==> src/source/patch_pkg.sv <==
package patch_pkg;

  localparam int win_bits     = 4;                        // log2 of the window size
  localparam int sync_window  = 2 ** win_bits;            // Patches per window
  localparam int win_cnt_bits = 8;                        // Run length in windows
  localparam int patch_bits   = win_bits + win_cnt_bits;  // Window field over slot field
  localparam int weight_bits  = 20;
  localparam int lfsr_bits    = 8;

  // Feedback taps of the scrambler, bits 7, 5, 4 and 3
  localparam logic [lfsr_bits-1:0] lfsr_taps = 8'hb8;

  typedef struct packed {
    logic [patch_bits-1:0]  patch_num;
    logic [weight_bits-1:0] weight;
  } patch_rec_t;

endpackage

==> src/source/patch_fifo.sv <==
module patch_fifo #(
  parameter type payload_t = logic [7:0],
  parameter int  depth     = 16
) (
  input  logic     clk_200,
  input  logic     rst_n,
  input  logic     wr_en,
  input  payload_t din,
  output logic     full,
  input  logic     rd_en,
  output payload_t dout,
  output logic     empty
);

  payload_t                 mem [depth];
  logic [$clog2(depth):0]   wr_ptr;      // Extra top bit marks the wrap
  logic [$clog2(depth):0]   rd_ptr;
  logic                     do_wr;
  logic                     do_rd;

  assign empty = (wr_ptr == rd_ptr);
  assign full  = (wr_ptr[$clog2(depth)] != rd_ptr[$clog2(depth)]) &&
                 (wr_ptr[$clog2(depth)-1:0] == rd_ptr[$clog2(depth)-1:0]);

  assign do_wr = wr_en && !full;
  assign do_rd = rd_en && !empty;

  assign dout = mem[rd_ptr[$clog2(depth)-1:0]];  // Show-ahead head

  always_ff @(posedge clk_200) begin
    if (do_wr) begin
      mem[wr_ptr[$clog2(depth)-1:0]] <= din;
    end
  end

  always_ff @(posedge clk_200 or negedge rst_n) begin
    if (!rst_n) begin
      wr_ptr <= '0;
      rd_ptr <= '0;
    end else begin
      if (do_wr) begin
        wr_ptr <= wr_ptr + 1'b1;
      end
      if (do_rd) begin
        rd_ptr <= rd_ptr + 1'b1;
      end
    end
  end

endmodule

==> src/source/patch_source.sv <==
module patch_source (
  input  logic                               clk_200,
  input  logic                               rst_n,
  input  logic                               start,
  input  logic [patch_pkg::lfsr_bits-1:0]    seed,
  input  logic [patch_pkg::win_cnt_bits-1:0] n_windows,
  input  logic                               full,
  output logic                               wr_en,
  output patch_pkg::patch_rec_t              rec
);
  import patch_pkg::*;

  logic [lfsr_bits-1:0]    lfsr;
  logic [lfsr_bits-1:0]    lfsr_next;
  logic [win_bits-1:0]     pos;        // Arrival position inside the window
  logic [win_cnt_bits-1:0] win;        // Current window
  logic [win_cnt_bits-1:0] win_inc;
  logic                    win_last;
  logic                    active;

  // Shift left, new low bit is the inverted XOR of the tapped bits
  assign lfsr_next = {lfsr[lfsr_bits-2:0], ~^(lfsr & lfsr_taps)};
  assign win_last  = &pos;
  assign win_inc   = win + 1'b1;

  assign wr_en         = active && !full;
  assign rec.patch_num = {win, pos ^ lfsr[win_bits-1:0]};  // Scrambled inside the window
  assign rec.weight    = weight_bits'({win, pos});         // Arrival order in the run

  always_ff @(posedge clk_200 or negedge rst_n) begin
    if (!rst_n) begin
      active <= 1'b0;
      lfsr   <= '0;
      pos    <= '0;
      win    <= '0;
    end else if (start) begin
      active <= (n_windows != '0);  // Empty run emits nothing
      lfsr   <= seed;
      pos    <= '0;
      win    <= '0;
    end else if (wr_en) begin
      pos <= pos + 1'b1;
      if (win_last) begin
        lfsr <= lfsr_next;          // New mask for the next window
        win  <= win_inc;
        if (win_inc == n_windows) begin
          active <= 1'b0;
        end
      end
    end
  end

endmodule

==> src/source/patch_reorder.sv <==
module patch_reorder (
  input  logic                               clk_200,
  input  logic                               rst_n,
  input  logic                               start,
  input  logic [patch_pkg::win_cnt_bits-1:0] n_windows,
  input  logic                               empty,
  input  patch_pkg::patch_rec_t              head,
  output logic                               rd_en,
  output logic [patch_pkg::patch_bits-1:0]   out_patch,
  output logic [patch_pkg::weight_bits-1:0]  out_weight,
  output logic                               out_req,
  input  logic                               out_ack,
  output logic                               done
);
  import patch_pkg::*;

  logic [weight_bits-1:0] slot_weight [sync_window];
  logic [sync_window-1:0] slot_valid;
  logic [patch_bits-1:0]  next_num;    // Next patch number to release
  logic [patch_bits-1:0]  end_num;     // One past the last patch of the run
  logic [win_bits-1:0]    head_slot;
  logic [win_bits-1:0]    next_slot;
  logic                   busy;
  logic                   hs_idle;     // Previous output handshake complete
  logic                   launch;
  logic                   finish;

  assign end_num   = {n_windows, {win_bits{1'b0}}};
  assign head_slot = head.patch_num[win_bits-1:0];
  assign next_slot = next_num[win_bits-1:0];
  assign hs_idle   = !out_req && !out_ack;

  // Only records of the current window leave the FIFO
  assign rd_en  = busy && !empty &&
                  (head.patch_num[patch_bits-1:win_bits] == next_num[patch_bits-1:win_bits]);
  assign launch = busy && slot_valid[next_slot] && hs_idle;
  assign finish = busy && (next_num == end_num) && hs_idle;

  always_ff @(posedge clk_200) begin
    if (rd_en) begin
      slot_weight[head_slot] <= head.weight;
    end
  end

  always_ff @(posedge clk_200) begin
    if (launch) begin
      out_patch  <= next_num;
      out_weight <= slot_weight[next_slot];
    end
  end

  always_ff @(posedge clk_200 or negedge rst_n) begin
    if (!rst_n) begin
      slot_valid <= '0;
      next_num   <= '0;
      busy       <= 1'b0;
      done       <= 1'b0;
      out_req    <= 1'b0;
    end else if (start) begin
      slot_valid <= '0;
      next_num   <= '0;
      busy       <= 1'b1;
      done       <= 1'b0;
    end else begin
      if (rd_en) begin
        slot_valid[head_slot] <= 1'b1;
      end
      // Slots within a window are distinct, so this never hits the slot written above
      if (launch) begin
        slot_valid[next_slot] <= 1'b0;
        next_num              <= next_num + 1'b1;
        out_req               <= 1'b1;
      end else if (out_req && out_ack) begin
        out_req <= 1'b0;
      end
      if (finish) begin
        busy <= 1'b0;
        done <= 1'b1;                // Held until the next run starts
      end
    end
  end

endmodule

==> src/source/patch_sort_top.sv <==
module patch_sort_top (
  input  logic                               clk_200,
  input  logic                               rst_n,
  input  logic                               run_req,
  output logic                               run_ack,
  input  logic [patch_pkg::lfsr_bits-1:0]    seed,
  input  logic [patch_pkg::win_cnt_bits-1:0] n_windows,
  output logic [patch_pkg::patch_bits-1:0]   out_patch,
  output logic [patch_pkg::weight_bits-1:0]  out_weight,
  output logic                               out_req,
  input  logic                               out_ack
);
  import patch_pkg::*;

  logic       run_req_d;
  logic       start;
  logic       done;
  logic       wr_en;
  logic       full;
  logic       rd_en;
  logic       empty;
  patch_rec_t src_rec;
  patch_rec_t head;

  assign start = run_req && !run_req_d;  // Rising edge of run_req

  always_ff @(posedge clk_200 or negedge rst_n) begin
    if (!rst_n) begin
      run_req_d <= 1'b0;
      run_ack   <= 1'b0;
    end else begin
      run_req_d <= run_req;
      run_ack   <= run_req && !start && done;  // Stale done of the last run is ignored
    end
  end

  patch_source patch_source_i (
    .clk_200   (clk_200),
    .rst_n     (rst_n),
    .start     (start),
    .seed      (seed),
    .n_windows (n_windows),
    .full      (full),
    .wr_en     (wr_en),
    .rec       (src_rec)
  );

  patch_fifo #(
    .payload_t (patch_rec_t),
    .depth     (16)
  ) patch_fifo_i (
    .clk_200 (clk_200),
    .rst_n   (rst_n),
    .wr_en   (wr_en),
    .din     (src_rec),
    .full    (full),
    .rd_en   (rd_en),
    .dout    (head),
    .empty   (empty)
  );

  patch_reorder patch_reorder_i (
    .clk_200    (clk_200),
    .rst_n      (rst_n),
    .start      (start),
    .n_windows  (n_windows),
    .empty      (empty),
    .head       (head),
    .rd_en      (rd_en),
    .out_patch  (out_patch),
    .out_weight (out_weight),
    .out_req    (out_req),
    .out_ack    (out_ack),
    .done       (done)
  );

endmodule

==> config.mk <==
export PLATFORM = sky130hd
export DESIGN_NAME = patch_sort_top
export DESIGN_NICKNAME = d
export VERILOG_FILES = /design/src/source/patch_pkg.sv /design/src/source/patch_fifo.sv /design/src/source/patch_source.sv /design/src/source/patch_reorder.sv /design/src/source/patch_sort_top.sv
export SDC_FILE = /design/constraint.sdc
export NUM_CORES = 1
export LEC_CHECK = 0
export BUFFER_PORTS_ARGS = -buffer_cell sky130_fd_sc_hd__buf_2
export CORE_ASPECT_RATIO = 0.8
export CORE_MARGIN = 3
export CORE_UTILIZATION = 35
export DETAILED_ROUTE_END_ITERATION = 10
export PLACE_DENSITY = 0.48
export SYNTH_ARGS = -nofsm -noshare
export SYNTH_HDL_FRONTEND = slang
export SYNTH_SLANG_ARGS = --single-unit
==> constraint.sdc <==
create_clock -name clk_200 -period 3.8 [get_ports clk_200]
set_input_delay 0.38 -clock clk_200 [delete_from_list [all_inputs] [get_ports clk_200]]
set_output_delay 0.38 -clock clk_200 [all_outputs]
set_load 0.02 [all_outputs]
==> results of run 1 <==
==> per-layer routing <==
metal / GRT usage [%] / vias up
li1: - / 4886
met3: 2.89 / 66
met2: 24.8 / 281
met4: 3.66 / 0
met1: 27.2 / 5974
met5: 0 / -
==> state kept, by name, summed over array words and instances, names as in the netlist, 4 cells and up <==
register	count
patch_reorder_i.slot_valid	16
patch_source_i.pos	4
patch_fifo_i.rd_ptr	5
patch_reorder_i.out_weight	12
patch_source_i.win	8
patch_fifo_i.wr_ptr	5
patch_fifo_i.mem	256
patch_reorder_i.slot_weight	192
patch_reorder_i.out_patch	12
patch_reorder_i.next_num	12
patch_source_i.lfsr	8
==> worst max-delay path by stage <==
stage                     slack (ps)                                   to  cells past startpoint
after CTS                        210   patch_reorder_i.slot_weight[14][6]                      8
final                            290   patch_reorder_i.slot_weight[14][6]                      8
after global routing              40   patch_reorder_i.slot_weight[14][6]                      8
after global placement           340  patch_reorder_i.slot_weight[14][11]                      8
after detailed placement         250   patch_reorder_i.slot_weight[14][4]                      8
after floorplan                 -230    patch_reorder_i.slot_weight[0][0]                      9
==> cell type report <==
cell class	instances	area, um2
clock inverter	22	200
multi-input combinational	549	5800
fill	5484	35900
tap	830	1040
timing repair buffer	135	1110
antenna	1	2.50
sequential	536	15800
clock buffer	78	1550
inverter	15	56.3
==> power by group through the flow <==
stage	clock network, uW	logic, uW	registers, uW
2_1_floorplan	0	1480	7440
5_1_grt	5670	2620	7440
4_1_cts	5440	2460	7410
6_report	5280	2400	7400
3_5_place_dp	0	2450	7530
3_3_place_gp	0	2420	7520
==> cells by family after synthesis <==
logic type / after synthesis / share of synthesized area, %
adders and majority gates: 11 / 0.631
other: 1 / 0.0172
buffers and inverters: 80 / 1.81
muxes: 157 / 14.4
xor gates and xnor gates: 57 / 2.29
and+or+nand+nor: 217 / 5.55
DFF: 536 / 72.3
AOI/OAI and AO/OA: 99 / 3.04
==> Yosys cell counts, types with 4 or more instances <==
master	number
edfxtp_1	472
mux4_2	116
dfrtp_1	64
nand2_1	61
nor2_1	55
xnor2_1	37
a21oi_1	31
mux2i_1	30
clkbuf_1	22
xor2_1	20
buf_2	15
o21a_1	15
buf_1	14
inv_1	14
nor4_1	13
o21ai_0	13
a22oi_1	12
nand3_1	12
buf_4	11
ha_1	11
nor3_1	11
nand4_1	10
and2_1	9
and3_1	9
nor2b_1	9
nor4_4	9
a31oi_1	7
mux4_1	7
or3_1	7
nand2b_1	6
a22o_1	5
mux2_2	4
o211ai_1	4
==> tightest hold or removal path: cells and delay by family <==
family | cells | cell delay (ps)
simple gates | 1 | 90
buf+inv | 1 | 100
compound gates | 1 | 40
==> timing repair <==
| action | in CTS | in global routing |
|---|---|---|
| hold endpoints to repair | 48 | 0 |
| hold buffers | 3 | 0 |
| resized for setup | 0 | 0 |
==> stage by stage <==
step | hold slack [ps] | instance area (um2) | setup TNS, ps | power (uW) | std cells
detailed placement | 471 | 23800 | 0 | 9980 | 2062
global placement | 469 | 23800 | 0 | 9940 | 2062
CTS | 5.45 | 25500 | 0 | 15300 | 2165
global route | 47.7 | 25500 | 0 | 15700 | 2165
finish | 53.4 | 25500 | 0 | 15100 | 2166
floorplan | 84.4 | 21900 | -22590 | 8930 | 1165
==> flow_metrics.py, run 1 <==
metrics = {
    "cells_and_area": {
        "area_growth_pct": 17.0,
        "final_common_cell": "edfxtp_1",
        "nNetsFinal": 1322,
        "fin_util_pct": 41.6,
        "final_cell_mix": "edfxtp_1 (472), mux4_2 (116), buf_4 (72)",
        "drive_above_1_share_pct": 28.4,
    },
    "synthesis": {
        "synth_ff_type": "edfxtp_1",
        "synth_top_area_cell": "edfxtp_1",
        "synth_edf_count": 472,
        "synth_warnings": 0,
        "netlist_instances": 1158,
        "synth_area_leaders": "edfxtp_1 (65%), mux4_2 (12%), dfrtp_1 (7.3%)",
        "synthArstFlopShare_pct": 11.9,
        "postSynthAreaPerCell_um2": 18.9,
        "synth_cell_types": 53,
        "syn_area_um2": 21800,
        "synth-seq-area-share_pct": 72.3,
        "synth_seq_cells": 536,
        "synth.top_cell.area_share_pct": 64.9,
    },
    "critical_path": {
        "path_cells": "buf_4, mux4_2, a22o_1, a221oi_1, and2_1, nand2_1, nor4_4, buf_4",
        "critPathBufInv": 2,
        "r2r_cells": 8,
        "startpoint_type": "register",
        "cp_top_family": "buffers and inverters",
        "endpoint_kind": "register",
        "critPathArrivalTime_ps": 3760,
        "critical_path_class": "register to register",
        "critPathMaxStageDelay_ps": 710,
        "ff2ff_setup_slack_ps": 290,
        "worstPathRequired_ps": 4060,
        "startpoint": "patch_fifo_i.rd_ptr[1]",
        "cp_slowest_cell": "dfrtp_4",
        "crit_fanout": 24,
        "reg2reg_to": "patch_reorder_i.slot_weight[14][6]",
        "timing.rr.start": "patch_fifo_i.rd_ptr[1]",
        "cp_common_cell": "buf_4",
    },
    "sta": {
        "fmax_mhz": 285,
        "hold_violations": 0,
        "finalSetupViolCount": 0,
        "final.setup_skew_ps": 28.7,
        "fin_ws_ps": 292,
        "relSlewSlack_pct": 20.4,
        "min_period_ps": 3510,
        "finalMaxSlewViolations": 0,
        "rsz0062_at_grt": "false",
        "worst_pin_slew_ps": 1190,
        "period_share_pct": 92.3,
    },
    "route": {
        "drtPass1Iterations": 5,
        "wl_per_cell_um": 25.6,
        "drc": 0,
        "route.vias.total": 11200,
        "drtIter0Drc": 969,
        "dr_wl_met2_um": 23800,
        "wl_um": 55300,
        "top_layer": "met4",
        "dr_wl_met3_um": 2970,
        "antenna_left": 0,
        "m1WireLength_um": 27700,
        "routed_via_density": 5.17,
    },
    "global_route": {
        "grt_antenna_before_repair": 2,
        "grt.total_usage_pct": 17.2,
        "grt_pass1_wl_um": 81400,
        "grt_overflow_total": 0,
        "grt_max_degree": 48,
        "grt_pass1_vias": 11600,
    },
    "power": {
        "power.leakage_uw": 0.00842,
        "pwr-share-seq_pct": 49.1,
        "p_switching_uw": 4020,
        "switching_share_pct": 26.6,
        "p_per_area_nw_per_um2": 590,
        "p_comb_share_pct": 15.9,
        "pwr-share-clk_pct": 35.0,
        "p_int_uw": 11100,
        "max-vdd-ir-drop_v": 0.000328,
    },
    "floorplanning": {
        "core-area_um2": 61400,
        "initial_core_util_pct": 35.5,
        "io_pins": 54,
        "die_w_um": 285,
        "die-area_um2": 65400,
        "num_rows": 81,
        "die_h_um": 229,
    },
    "clocking": {
        "clk_latency_ps": 600,
        "post-cts-setup-buffers": 0,
        "clockBufferDepth": 3,
        "ctsRootBufferMaster": "clkbuf_16",
        "cts_sinks": 536,
        "cts_tree": "done",
        "numCtsBuffers": 54,
        "clk_pin_slew_ps": 60,
        "htree_levels": 2,
    },
    "min_path": {
        "whs_path_depth": 3,
        "hold_start": "seed[2]",
        "min_path_type": "input port to register",
        "hold_path_end": "patch_source_i.lfsr[2]",
    },
    "place": {
        "gp_congestion": 0.793,
        "dp_slack_ps": 246,
        "placement.io_buffers": 45,
        "dp_hpwl_um": 36800,
    },
    "outcome": {
        "status": "completed",
    },
    "job": {
        "drv_cap": 0,
    },
}
Power figures use the tool's default switching activity.
==> run 2: changes to the inputs <==
--- a/config.mk
+++ b/config.mk
@@ -5,8 +5,7 @@
 export SDC_FILE = /design/constraint.sdc
 export NUM_CORES = 1
 export LEC_CHECK = 0
-export BUFFER_PORTS_ARGS = -buffer_cell sky130_fd_sc_hd__buf_2
-export CORE_ASPECT_RATIO = 0.8
+export BUFFER_PORTS_ARGS = -buffer_cell sky130_fd_sc_hd__buf_4
 export CORE_MARGIN = 3
 export CORE_UTILIZATION = 35
 export DETAILED_ROUTE_END_ITERATION = 10
==> run 2 against run 1 <==
  * Total power grew 1.8%
  * Cell area grew 0.43%
  * Clock skew is 11 ps higher
  * Fmax is 0.32% higher
  * Via count down 2.3%
  * Clock-buffer cell count decreased by 19
  * Sequential power increased by 0.9%
  * First-iteration DRC count shrank 16%
  * Global-route usage shrank 1.1 points
  * Final cell count is 0.37% lower
  * Critical path type unchanged
  * Critical endpoint is now patch_reorder_i.slot_weight[6][4]
  * Largest power group unchanged
  * Highest routed layer unchanged
==> flow_metrics.py, run 2 (same netlist as run 1, synthesis figures left out) <==
metrics = {
    "power": {
        "p_comb_share_pct": 15.1,
        "pwr-share-seq_pct": 48.7,
        "switching_share_pct": 26.8,
        "p_switching_uw": 4110,
        "p_int_uw": 11200,
        "max-vdd-ir-drop_v": 0.000401,
        "pwr-share-clk_pct": 36.2,
        "p_per_area_nw_per_um2": 598,
        "power.leakage_uw": 0.00846,
    },
    "critical_path": {
        "startpoint_type": "register",
        "cp_top_family": "multiplexers",
        "path_cells": "buf_12, mux4_1, mux2_2, and3_1, o211ai_1, and2_1, buf_4, nor3_2, and3_1, buf_12",
        "critPathBufInv": 3,
        "r2r_cells": 10,
        "critPathMaxStageDelay_ps": 750,
        "critical_path_class": "register to register",
        "ff2ff_setup_slack_ps": 300,
        "cp_slowest_cell": "dfrtp_4",
        "reg2reg_to": "patch_reorder_i.slot_weight[6][4]",
        "critPathArrivalTime_ps": 3840,
        "worstPathRequired_ps": 4150,
        "timing.rr.start": "patch_fifo_i.rd_ptr[1]",
        "crit_fanout": 31,
        "endpoint_kind": "register",
    },
    "route": {
        "drtPass1Iterations": 5,
        "routed_via_density": 5.07,
        "wl_per_cell_um": 24.2,
        "wl_um": 52200,
        "route.vias.total": 10900,
        "drc": 0,
        "drtIter0Drc": 815,
        "antenna_left": 0,
    },
    "cells_and_area": {
        "largest_reg_flops": 256,
        "fin_util_pct": 42.0,
        "final_common_cell": "edfxtp_1",
        "fin_cells": 2158,
        "nFillCells": 5456,
        "area_growth_pct": 17.5,
        "final_cell_mix": "edfxtp_1 (472), mux4_2 (116), buf_4 (112)",
        "nNetsFinal": 1316,
        "drive_above_1_share_pct": 28.4,
        "diodes": 0,
    },
    "job": {
        "drv_cap": 0,
    },
    "sta": {
        "fmax_mhz": 286,
        "finalMaxSlewViolations": 0,
        "min_period_ps": 3500,
        "hold_violations": 0,
        "final.setup_skew_ps": 40.0,
        "period_share_pct": 92.0,
        "finalSetupViolCount": 0,
        "rsz0062_at_grt": "false",
        "worst_pin_slew_ps": 1340,
        "relSlewSlack_pct": 10.5,
    },
    "floorplanning": {
        "die_w_um": 256,
        "die-area_um2": 65400,
        "io_pins": 54,
        "core-area_um2": 61000,
        "num_rows": 90,
        "initial_core_util_pct": 35.8,
        "die_h_um": 256,
    },
    "global_route": {
        "grt_overflow_total": 0,
        "grt.total_usage_pct": 16.0,
        "grt_antenna_before_repair": 0,
        "use_met2_pct": 26.8,
        "grt_most_used_layer": "met2",
        "grt_pass1_wl_um": 78400,
        "grt_pass1_vias": 11500,
        "grt_use_met3_pct": 1.98,
        "grt_max_degree": 65,
        "use_met1_pct": 22.5,
    },
    "place": {
        "dp_cells": 2051,
        "gp_congestion": 0.755,
        "dp_hpwl_um": 33400,
        "placement.io_buffers": 45,
    },
    "outcome": {
        "status": "completed",
    },
    "min_path": {
        "min_path_type": "input port to register",
        "hold_path_end": "patch_source_i.lfsr[2]",
        "hold_start": "seed[2]",
        "whs_path_depth": 3,
    },
    "clocking": {
        "numCtsBuffers": 55,
        "ctsRootBufferMaster": "clkbuf_16",
        "clk_latency_ps": 620,
        "post-cts-setup-buffers": 0,
        "post_cts_resized": 0,
        "clockBufferDepth": 3,
        "cts_tree": "done",
        "cts_sinks": 536,
        "htree_levels": 2,
        "clk_pin_slew_ps": 60,
    },
}
[run 2: worst max path at each step]
stage	start	endpoint	slack [ps]	depth (start not counted)
CTS	patch_fifo_i.rd_ptr[1]	patch_reorder_i.slot_weight[0][9]	240	10
floorplan	patch_fifo_i.rd_ptr[1]	patch_reorder_i.slot_weight[0][0]	-230	9
global placement	patch_fifo_i.rd_ptr[1]	patch_reorder_i.slot_weight[6][11]	290	10
detailed placement	patch_fifo_i.rd_ptr[1]	patch_reorder_i.slot_weight[0][9]	270	10
global route	patch_fifo_i.rd_ptr[1]	patch_reorder_i.slot_weight[2][6]	70	10
finish	patch_fifo_i.rd_ptr[1]	patch_reorder_i.slot_weight[6][4]	300	10
[run 2: layer usage]
| layer | wire length (um) | vias up |
|---|---|---|
| met4 | 998 | 0 |
| met3 | 1680 | 70 |
| met1 | 23700 | 5797 |
| met2 | 25800 | 199 |
| li1 | - | 4882 |
| met5 | 0 | - |
[run 2: power groups by stage]
stage,Combinational [uW],Sequential [uW],Clock (uW)
finish,2330,7470,5550
CTS,2380,7480,5700
detailed placement,2380,7610,0
floorplan,1480,7440,0
global placement,2360,7590,0
global route,2540,7520,5920
[run 2: final cells by class]
cell class	count	area (um2)	share of cell area [%]
Sequential cell	536	15800	61.5
Clock buffer	59	1390	5.42
Multi-Input combinational cell	549	5800	22.6
Tap cell	828	1040	4.04
Inverter	15	56.3	0.219
Timing Repair Buffer	128	1110	4.33
Clock inverter	43	473	1.84
[run 2: metrics by stage]
stage / power [uW] / area (um2) / setup slack, ps / setup TNS [ps] / hold slack, ps
2_1_floorplan: 8930 / 21900 / -229 / -22590 / 84.4
3_5_place_dp: 9980 / 23700 / 275 / 0 / 481
6_report: 15400 / 25700 / 304 / 0 / 37.0
4_1_cts: 15600 / 25700 / 238 / 0 / 0.811
5_1_grt: 16000 / 25700 / 68.0 / 0 / 24.4
3_3_place_gp: 9950 / 23700 / 287 / 0 / 468
[run 2: what timing repair did]
item                                    4_1_cts  5_1_grt
endpoints found under the setup margin        0        0
endpoints found under the hold margin        69        0
hold buffers                                  5        0
[run 2: worst min-delay path, stage by stage]
cell and delay, ps:
buf_4 70, nor2_1 30, a31oi_1 120
==> run 3: changes to the inputs <==
--- a/config.mk
+++ b/config.mk
@@ -9,7 +9,7 @@
 export CORE_MARGIN = 3
 export CORE_UTILIZATION = 35
 export DETAILED_ROUTE_END_ITERATION = 10
-export PLACE_DENSITY = 0.48
+export PLACE_DENSITY = 0.47
 export SYNTH_ARGS = -nofsm -noshare
 export SYNTH_HDL_FRONTEND = slang
 export SYNTH_SLANG_ARGS = --single-unit
==> constraint.sdc (replaced) <==
create_clock -name clk_200 -period 3.52 [get_ports clk_200]
set_input_delay 0.352 -clock clk_200 [delete_from_list [all_inputs] [get_ports clk_200]]
set_output_delay 0.352 -clock clk_200 [all_outputs]
set_load 0.02 [all_outputs]
==> run 3 against run 2 <==
  * Via count down 1.1%
  * Register-to-register slack worse by 50 ps
  * Final cell count up 0.32%
  * Critical endpoint is now patch_reorder_i.slot_weight[6][2]
  * Largest power group unchanged
  * Sequential cell count unchanged
  * First-iteration DRC count down 6.7%
==> flow_metrics.py, run 3 (same netlist as run 1, synthesis figures left out) <==
metrics = {
    "outcome": {
        "status": "completed",
    },
    "route": {
        "wl_per_cell_um": 24.7,
        "drtPass1Iterations": 5,
        "antenna_left": 0,
        "routed_via_density": 5.00,
        "wl_um": 53400,
        "drc": 0,
        "route.vias.total": 10800,
        "drtIter0Drc": 760,
    },
    "clocking": {
        "clockBufferDepth": 3,
        "htree_levels": 2,
        "post-cts-setup-buffers": 0,
        "cts_tree": "done",
        "clk_pin_slew_ps": 60,
        "numCtsBuffers": 55,
        "ctsRootBufferMaster": "clkbuf_16",
        "cts_sinks": 536,
        "clk_latency_ps": 600,
    },
    "power": {
        "p_switching_uw": 4390,
        "power.leakage_uw": 0.00854,
        "p_per_area_nw_per_um2": 633,
        "pwr-share-clk_pct": 34.5,
        "switching_share_pct": 26.8,
        "p_int_uw": 12000,
        "p_comb_share_pct": 16.5,
        "max-vdd-ir-drop_v": 0.000374,
        "design_power_total_uw": 16400,
        "pwr-share-seq_pct": 49.1,
    },
    "floorplanning": {
        "initial_core_util_pct": 35.8,
        "core-area_um2": 61000,
        "io_pins": 54,
        "die_h_um": 256,
        "die_w_um": 256,
        "die-area_um2": 65400,
        "num_rows": 90,
    },
    "critical_path": {
        "worstPathRequired_ps": 3810,
        "crit_fanout": 19,
        "startpoint": "patch_fifo_i.rd_ptr[1]",
        "timing.rr.start": "patch_fifo_i.rd_ptr[1]",
        "endpoint_kind": "register",
        "reg2reg_to": "patch_reorder_i.slot_weight[6][2]",
        "endpoint": "patch_reorder_i.slot_weight[6][2]",
        "r2r_cells": 10,
        "critical_path_class": "register to register",
        "critPathArrivalTime_ps": 3560,
        "ff2ff_setup_slack_ps": 260,
        "startpoint_type": "register",
    },
    "place": {
        "placed_area_um2": 24000,
        "gp_congestion": 0.743,
        "placement.io_buffers": 45,
        "dp_hpwl_um": 35400,
    },
    "sta": {
        "relSlewSlack_pct": 30.8,
        "rsz0062_at_grt": "false",
        "finalSetupViolCount": 0,
        "final.setup_skew_ps": 26.6,
        "fmax_mhz": 306,
        "worst_pin_slew_ps": 1030,
        "hold_violations": 0,
        "min_period_ps": 3260,
        "period_share_pct": 92.7,
        "finalMaxSlewViolations": 0,
    },
    "cells_and_area": {
        "design_area_um2": 25800,
        "nNetsFinal": 1322,
        "largest_reg_flops": 256,
        "drive_above_1_share_pct": 28.0,
        "area_growth_pct": 18.3,
        "final_cell_mix": "edfxtp_1 (472), mux4_2 (116), buf_4 (105)",
        "diodes": 0,
        "final_common_cell": "edfxtp_1",
    },
    "global_route": {
        "grt_pass1_vias": 11400,
        "grt_pass1_wl_um": 79200,
        "grt_antenna_before_repair": 0,
        "grt_overflow_total": 0,
        "grt_max_degree": 65,
        "grt.total_usage_pct": 16.4,
    },
    "job": {
        "drv_cap": 0,
    },
    "min_path": {
        "min_path_type": "input port to register",
    },
}
run 3: cell count changes in the layout (fill, tap and decap cells not counted), sizes merged:
cell	change
buf	+7
bufinv	-4
clkbuf	+14
clkinv	-5
clkinvlp	-2
dlygate4sd3	-1
inv	-2
run 3: how the worst min path moves through the flow:
stage	from	end	slack (ps)	cells past startpoint
finish	seed[1]	patch_source_i.lfsr[1]	40	3
global route	seed[3]	patch_source_i.lfsr[3]	40	3
CTS	seed[1]	patch_source_i.lfsr[1]	10	3
detailed placement	patch_reorder_i.slot_valid[3]	patch_reorder_i.slot_valid[3]	480	1
global placement	patch_reorder_i.slot_valid[9]	patch_reorder_i.slot_valid[9]	470	1
floorplan	rst_n	patch_fifo_i.rd_ptr[0]	60	0
run 3: repair_timing:
| action | 4_1_cts | 5_1_grt |
|---|---|---|
| hold buffers | 4 | 0 |
| setup endpoints to repair | 0 | 0 |
| hold endpoints to repair | 68 | 0 |
| gates resized for setup | 0 | 0 |
run 3: per-layer routing:
metal  vias to the layer above  GRT usage (%)  wire [um]
met5                         -              0          0
met4                         0           4.56       1310
met3                        73           2.11       1390
met2                       151           28.6      27600
met1                      5715           21.7      23100
li1                       4887              -          -
run 3: through the flow:
stage	TNS, ps	hold WS [ps]	utilization (%)	instances	setup WS (ps)
final	0	39.3	42.3	2165	255
after global routing	0	44.5	42.3	2165	51.0
after CTS	0	13.0	42.3	2165	235
after detailed placement	0	479	39.4	2058	275
after global placement	0	472	39.4	2058	233
after floorplan	-20240	56.4	-	1165	-122
run 3: worst max-delay path: stages, from the launching register on:
cell	delay, ps
dfrtp_4	620
buf_12	200
mux4_1	550
mux2_2	290
nor3_1	130
o211ai_1	110
and2_2	240
buf_12	190
nor3_2	150
and3_1	250
buf_12	160
run 3: power by group through the flow:
stage | Clock (uW) | Sequential (uW) | Combinational [uW]
floorplan | 0 | 8040 | 1620
global placement | 0 | 8150 | 2750
detailed placement | 0 | 8160 | 2770
CTS | 5790 | 8030 | 2770
global route | 6070 | 8060 | 2940
finish | 5640 | 8020 | 2690
run 3: area by class of cell:
class / count / area [um2]
Inverter: 15 / 56.3
Timing Repair Buffer: 134 / 1330
Clock buffer: 73 / 1490
Clock inverter: 30 / 251
Sequential cell: 536 / 15800
Multi-Input combinational cell: 549 / 5880
Tap cell: 828 / 1040
Fill cell: 5497 / 35200
